`config.mk`:
```
export PLATFORM = sky130hd
export DESIGN_NAME = rx_buffer_ctrl
export DESIGN_NICKNAME = d
export VERILOG_FILES = /design/src/rx_buffer_pkg.sv /design/src/rx_buffer_ctrl.sv
export SDC_FILE = /design/constraint.sdc
export NUM_CORES = 1
export LEC_CHECK = 0
export ABC_AREA = 1
export BUFFER_PORTS_ARGS = -buffer_cell sky130_fd_sc_hd__clkbuf_2
export CORE_MARGIN = 5
export CORE_UTILIZATION = 35
export CTS_BUF_LIST = sky130_fd_sc_hd__clkbuf_4 sky130_fd_sc_hd__clkbuf_8 sky130_fd_sc_hd__clkbuf_16
export CTS_CLUSTER_SIZE = 40
export DETAILED_ROUTE_END_ITERATION = 10
export PLACE_DENSITY = 0.7
export SETUP_SLACK_MARGIN = 0.02
export SYNTH_ARGS = -nofsm -noshare
export SYNTH_HDL_FRONTEND = slang
export SYNTH_SLANG_ARGS = --single-unit
```
`constraint.sdc`:
```
create_clock -name i_clk -period 1.79 [get_ports i_clk]
set_clock_uncertainty 0.1 [all_clocks]
set_input_delay 0.4475 -clock i_clk [delete_from_list [all_inputs] [get_ports i_clk]]
set_output_delay 0.4475 -clock i_clk [all_outputs]
set_load 0.02 [all_outputs]
```
`src/rx_buffer_pkg.sv`:
```
// Receive buffer shared definitions
// Word and byte-select widths, access size encoding and controller states

`default_nettype none

package rx_buffer_pkg;

  // --------------------------------------------------
  // Widths
  // --------------------------------------------------

  // One RAM word and one access port read
  localparam int word_width = 64;

  // Byte offset inside a RAM word
  localparam int byte_sel_width = 3;

  // --------------------------------------------------
  // Access size encoding
  // --------------------------------------------------

  // Codes 4 to 7 are not defined and are ignored by the controller
  typedef enum logic [2:0] {
    size_8  = 3'd0,
    size_16 = 3'd1,
    size_32 = 3'd2,
    size_64 = 3'd3
  } word_size_t;

  // --------------------------------------------------
  // Controller states
  // --------------------------------------------------

  typedef enum logic [2:0] {
    idle,
    fill,
    read_addr,
    read_word,
    read_next_addr,
    read_first,
    read_second
  } ctrl_state_t;

endpackage

`default_nettype wire
```
`src/rx_buffer_ctrl.sv`:
```
// Receive buffer controller
// Arbitrates packet fill against access port reads, sequences the RAM
// and raises the load strobes for the aligner

`timescale 1ns/100ps
`default_nettype none

module rx_buffer_ctrl #(
  parameter int ADDR_WIDTH = 10
) (
  input  wire                                                  i_clk,
  input  wire                                                  i_areset,
  input  wire                                                  i_dispatch_packet_available,
  input  wire                                                  i_dispatch_fifo_empty,
  input  wire  [rx_buffer_pkg::word_width-1:0]                 i_dispatch_fifo_rd_data,
  input  wire                                                  i_access_port_rd_en,
  input  wire  [ADDR_WIDTH+rx_buffer_pkg::byte_sel_width-1:0]  i_access_port_addr,
  input  wire  rx_buffer_pkg::word_size_t                      i_access_port_wordsize,
  output logic                                                 o_dispatch_fifo_rd_en,
  output logic                                                 o_access_port_wait,
  output logic [ADDR_WIDTH-1:0]                                o_ram_addr,
  output logic                                                 o_ram_wr_en,
  output logic [rx_buffer_pkg::word_width-1:0]                 o_ram_wr_data,
  output logic                                                 o_load_first,
  output logic                                                 o_load_second,
  output logic                                                 o_read_last,
  output rx_buffer_pkg::word_size_t                            o_read_size,
  output logic [rx_buffer_pkg::byte_sel_width-1:0]             o_read_offset
);

  rx_buffer_pkg::ctrl_state_t state;
  rx_buffer_pkg::ctrl_state_t state_next;

  logic [ADDR_WIDTH-1:0]                    fill_addr;
  logic [ADDR_WIDTH-1:0]                    word_addr;
  logic [rx_buffer_pkg::byte_sel_width-1:0] req_offset;
  logic [3:0]                               req_end;
  logic                                     size_legal;
  logic                                     crossing;
  logic                                     fill_ready;
  logic                                     rd_accept;

  // --------------------------------------------------
  // Request decode
  // --------------------------------------------------

  assign fill_ready = i_dispatch_packet_available && !i_dispatch_fifo_empty;
  assign req_offset = i_access_port_addr[rx_buffer_pkg::byte_sel_width-1:0];

  // End byte of the request, counted from the start of the first word
  always_comb begin
    size_legal = 1'b1;
    case (i_access_port_wordsize)
      rx_buffer_pkg::size_8:  req_end = {1'b0, req_offset} + 4'd1;
      rx_buffer_pkg::size_16: req_end = {1'b0, req_offset} + 4'd2;
      rx_buffer_pkg::size_32: req_end = {1'b0, req_offset} + 4'd4;
      rx_buffer_pkg::size_64: req_end = {1'b0, req_offset} + 4'd8;
      default: begin
        req_end    = 4'd0;
        size_legal = 1'b0;
      end
    endcase
  end

  assign crossing = req_end > 4'd8;

  // A fillable packet wins, so a read pulse in that cycle is lost
  assign rd_accept = (state == rx_buffer_pkg::idle) && !fill_ready &&
                     i_access_port_rd_en && size_legal;

  // --------------------------------------------------
  // State machine
  // --------------------------------------------------

  always_comb begin
    state_next = state;
    case (state)
      rx_buffer_pkg::idle: begin
        if (fill_ready) begin
          state_next = rx_buffer_pkg::fill;
        end else if (rd_accept) begin
          state_next = crossing ? rx_buffer_pkg::read_next_addr : rx_buffer_pkg::read_addr;
        end
      end
      rx_buffer_pkg::fill: begin
        if (i_dispatch_fifo_empty) begin
          state_next = rx_buffer_pkg::idle;
        end
      end
      rx_buffer_pkg::read_addr:      state_next = rx_buffer_pkg::read_word;
      rx_buffer_pkg::read_next_addr: state_next = rx_buffer_pkg::read_first;
      rx_buffer_pkg::read_first:     state_next = rx_buffer_pkg::read_second;
      default:                       state_next = rx_buffer_pkg::idle;
    endcase
  end

  always_ff @(posedge i_clk or posedge i_areset) begin
    if (i_areset) begin
      state         <= rx_buffer_pkg::idle;
      fill_addr     <= '0;
      word_addr     <= '0;
      o_read_size   <= rx_buffer_pkg::size_8;
      o_read_offset <= '0;
      o_read_last   <= 1'b0;
    end else begin
      state <= state_next;

      // Every packet lands at word 0
      if (state == rx_buffer_pkg::idle) begin
        fill_addr <= '0;
      end else if (o_dispatch_fifo_rd_en) begin
        fill_addr <= fill_addr + 1'b1;
      end

      if (rd_accept) begin
        word_addr     <= i_access_port_addr[ADDR_WIDTH+rx_buffer_pkg::byte_sel_width-1:
                                            rx_buffer_pkg::byte_sel_width];
        o_read_size   <= i_access_port_wordsize;
        o_read_offset <= req_offset;
        o_read_last   <= !crossing;
      end else if (state == rx_buffer_pkg::read_next_addr) begin
        // Step on to the second word while the first is read
        word_addr <= word_addr + 1'b1;
      end
    end
  end

  // --------------------------------------------------
  // Outputs
  // --------------------------------------------------

  assign o_dispatch_fifo_rd_en = (state == rx_buffer_pkg::fill) && !i_dispatch_fifo_empty;
  assign o_ram_wr_en           = o_dispatch_fifo_rd_en;
  assign o_ram_wr_data         = i_dispatch_fifo_rd_data;
  assign o_ram_addr            = (state == rx_buffer_pkg::fill) ? fill_addr : word_addr;

  assign o_access_port_wait = (state != rx_buffer_pkg::idle) && (state != rx_buffer_pkg::fill);
  assign o_load_first       = (state == rx_buffer_pkg::read_word) ||
                              (state == rx_buffer_pkg::read_first);
  assign o_load_second      = (state == rx_buffer_pkg::read_second);

  // --------------------------------------------------
  // Assertions
  // --------------------------------------------------

  a_state_legal: assert property (@(posedge i_clk) disable iff (i_areset)
    state inside {rx_buffer_pkg::idle, rx_buffer_pkg::fill, rx_buffer_pkg::read_addr,
                  rx_buffer_pkg::read_word, rx_buffer_pkg::read_next_addr,
                  rx_buffer_pkg::read_first, rx_buffer_pkg::read_second})
    else $error("controller state out of range");

  // Second load must come right after the first load of a crossing read
  a_second_after_first: assert property (@(posedge i_clk) disable iff (i_areset)
    o_load_second |-> $past(o_load_first && !o_read_last))
    else $error("second load without a crossing first load");

endmodule

`default_nettype wire

```
==> impl_metrics.yaml <==
status:
  outcome: "finished with violations"
  violations: "negative setup slack"
sta:
  setup_viol: 15
  grt_setup_unrepaired: "true"
  worst_pin_slew_ps: 400
  hold_viol: 0
  drv_slew: 0
  post-route-period-util: 1.07
  setup-tns-final_ps: -1390
  fin_ws_ps: -131
  period_minus_slack_ps: 1920
  fmax_mhz: 520
  slew_headroom: 0.734
grt:
  grt_max_degree: 31
  gr-max-usage-layer: "met2"
  grt_pass1_wl_um: 9330
  grtUsageMet1: 0.171
  grt_util_met3: 0.0382
  use_met2: 0.218
  grt_pass1_vias: 1989
  globalRouteTotalUtil: 0.137
  antenna_found_initial: 0
  grt_overflow: 0
final_layout:
  syn_to_final_growth_pct: 8.26
  final_net_count: 421
  postLayoutCellArea_um2: 2570
  nFillCells: 691
  seq_area_um2: 752
  drive_above_1_share: 0.297
  utilization: 0.383
  antennaDiodeCount: 0
  multi_input_area_um2: 1010
logic_synthesis:
  yosysMostFrequentCell: "nand2_1"
  netlist_area_um2: 2380
  synthTopCellsByArea: "dfrtp_1, buf_4, nand2_1, inv_1, nor2_1"
  synth_cells: 333
  synth_compound_area_frac: 0.102
  synth_top_family_by_area: "buffers and inverters"
  synth_seq_cells: 30
  yosysTopAreaCell: "dfrtp_1"
  async_flop_share: 1.00
  synth_mux_area_frac: 0
  synth_edf_count: 0
  synthSimpleGateAreaFrac: 0.271
  yosysUniqueCellTypes: 28
  synthFlopType: "dfrtp_1"
  synthAdderAreaFrac: 0.0210
  postSynthAreaPerCell_um2: 7.14
  ys_top_cells_by_count: "nand2_1, buf_4, inv_1, dfrtp_1, nor2_1"
  synth_xor_area_frac: 0.00368
  synth_fp_nets: 422
  yosys_warnings: 0
  synth_top_area_frac: 0.316
  synth-seq-area-share: 0.316
floorplanning:
  die_area_um2: 8540
  die_h_um: 92.4
  die_x_um: 92.4
  core_area_um2: 6720
  num_rows: 30
  design.portCount: 171
  start_util: 0.354
cts:
  cts_max_level: 2
  cts_hold_buf: 0
  cts_sinks: 30
  clkSlewWorstSetupHoldPaths_ps: 60
  numCtsBuffers: 5
  clk_latency_ps: 280
  cts_tree: "yes"
  cts_root_buf: "clkbuf_8"
  cts_buffer_depth: 2
place:
  pre_cts_slack_ps: 69.2
  dp_hpwl_um: 4240
  gp_congestion: 0.894
  io_buffers: 42
  place_area_um2: 2250
setup_path:
  endpoint_kind: "output pin"
  crit_type: "reg -> out"
  reg2reg_slack_ps: 150
  crit_arrival_ps: 1370
  required_ps: 1240
  worstRegToRegCells: 8
  r2r_end: "word_addr[5]"
  cp-start-kind: "flip-flop"
  r2r_start: "state[1]"
  crit_fanout: 10
detailed_routing:
  drtIter0Drc: 175
  vias: 2038
  drc_errors: 0
  wl_per_cell_um: 13.7
  routed_wl_um: 5670
  vias_per_cell: 4.93
  ant_nets: 0
  drt_pass1_iterations: 4
worst_hold_path:
  hold_path.class: "in -> async"
power:
  ir_worst_vdd_mv: 1.03
  p_total_w: 0.00397
  leakage_nw: 1.30
  power_density_nw_per_um2: 1540
job:
  cap_violations: 0
==> state kept, by name, indices dropped and copies added, names as in the netlist <==
| signal | cells |
|---|---|
| fill_addr | 10 |
| o_read_last | 1 |
| o_read_offset | 3 |
| o_read_size | 3 |
| state | 3 |
| word_addr | 10 |
==> stage by stage <==
step,hold slack (ps),instances
after floorplan,424,333
after global placement,372,397
after detailed placement,371,397
after CTS,132,411
after global routing,177,413
final,115,413
==> critical path, cell delays in order (launching register included) <==
cell,delay [ps]
dfrtp_1,380
inv_2,90
nand3_4,140
buf_16,180
nand2_1,80
o21ai_2,60
buf_4,150
==> routing by layer <==
metal / share of wire / wire [um] / up-vias
met2: 0.46 / 2590 / 94
li1: - / - / 998
met5: 0 / 0 / -
met1: 0.42 / 2390 / 925
met3: 0.099 / 560 / 21
met4: 0.025 / 140 / 0
==> power breakdown <==
| part | switching, W | leakage (nW) | internal, W | total, W |
|---|---|---|---|---|
| combinational | 0.00133 | 0.866 | 0.000954 | 0.00228 |
| sequential | 0.000215 | 0.383 | 0.000895 | 0.00111 |
| clock | 0.000254 | 0.0517 | 0.000325 | 0.000578 |
| total | 0.00180 | 1.30 | 0.00217 | 0.00397 |
==> how the worst max path moves through the flow <==
stage / startpoint / cells after the start / to / slack [ps]
6_report: state[1] / 6 / o_ram_addr[1] / -130
3_5_place_dp: state[2] / 5 / o_ram_addr[1] / 70
2_1_floorplan: state[2] / 4 / o_ram_addr[0] / 3
5_1_grt: state[2] / 6 / o_ram_addr[1] / -210
3_3_place_gp: state[2] / 5 / o_ram_addr[9] / 140
4_1_cts: state[1] / 5 / o_ram_addr[2] / -170
==> cell type report <==
| class | count | share of cell area |
|---|---|---|
| Multi-Input combinational cell | 193 | 0.392 |
| Sequential cell | 30 | 0.292 |
| Timing Repair Buffer | 64 | 0.183 |
| Inverter | 38 | 0.0573 |
| Tap cell | 80 | 0.0389 |
| Clock buffer | 7 | 0.0350 |
| Clock inverter | 1 | 0.00194 |
==> cell usage in the layout, fill, tap and decap left out, types with 2 or more instances in the layout <==
| cell type | instances |
|---|---|
| o21ai_2 | 7 |
| nand2_4 | 3 |
| dfrtp_1 | 29 |
| inv_4 | 2 |
| ha_1 | 4 |
| nor3_1 | 8 |
| o21ai_1 | 14 |
| nand2_2 | 2 |
| clkbuf_8 | 8 |
| clkbuf_2 | 28 |
| buf_8 | 3 |
| inv_1 | 32 |
| nand3_1 | 20 |
| a31oi_1 | 2 |
| nand3_4 | 2 |
| nor2_1 | 28 |
| o21ai_0 | 6 |
| buf_4 | 27 |
| nand4_1 | 4 |
| buf_6 | 2 |
| o211ai_1 | 5 |
| nor3_2 | 2 |
| inv_2 | 4 |
| nand2_1 | 70 |
| a21oi_1 | 7 |
| nor2_4 | 2 |
==> cell families after synthesis <==
group | count (synthesis)
xor+xnor | 1
flops | 30
fa+ha+maj | 4
compound gates | 44
buf+inv | 110
simple gates | 144
==> timing repair <==
item	in CTS	in global routing
buffers inserted	5	2
resized for setup	33	30
endpoints found under the setup margin	15	19
pin swaps	2	2
gates cloned	1	0
Power figures use the tool's default switching activity.
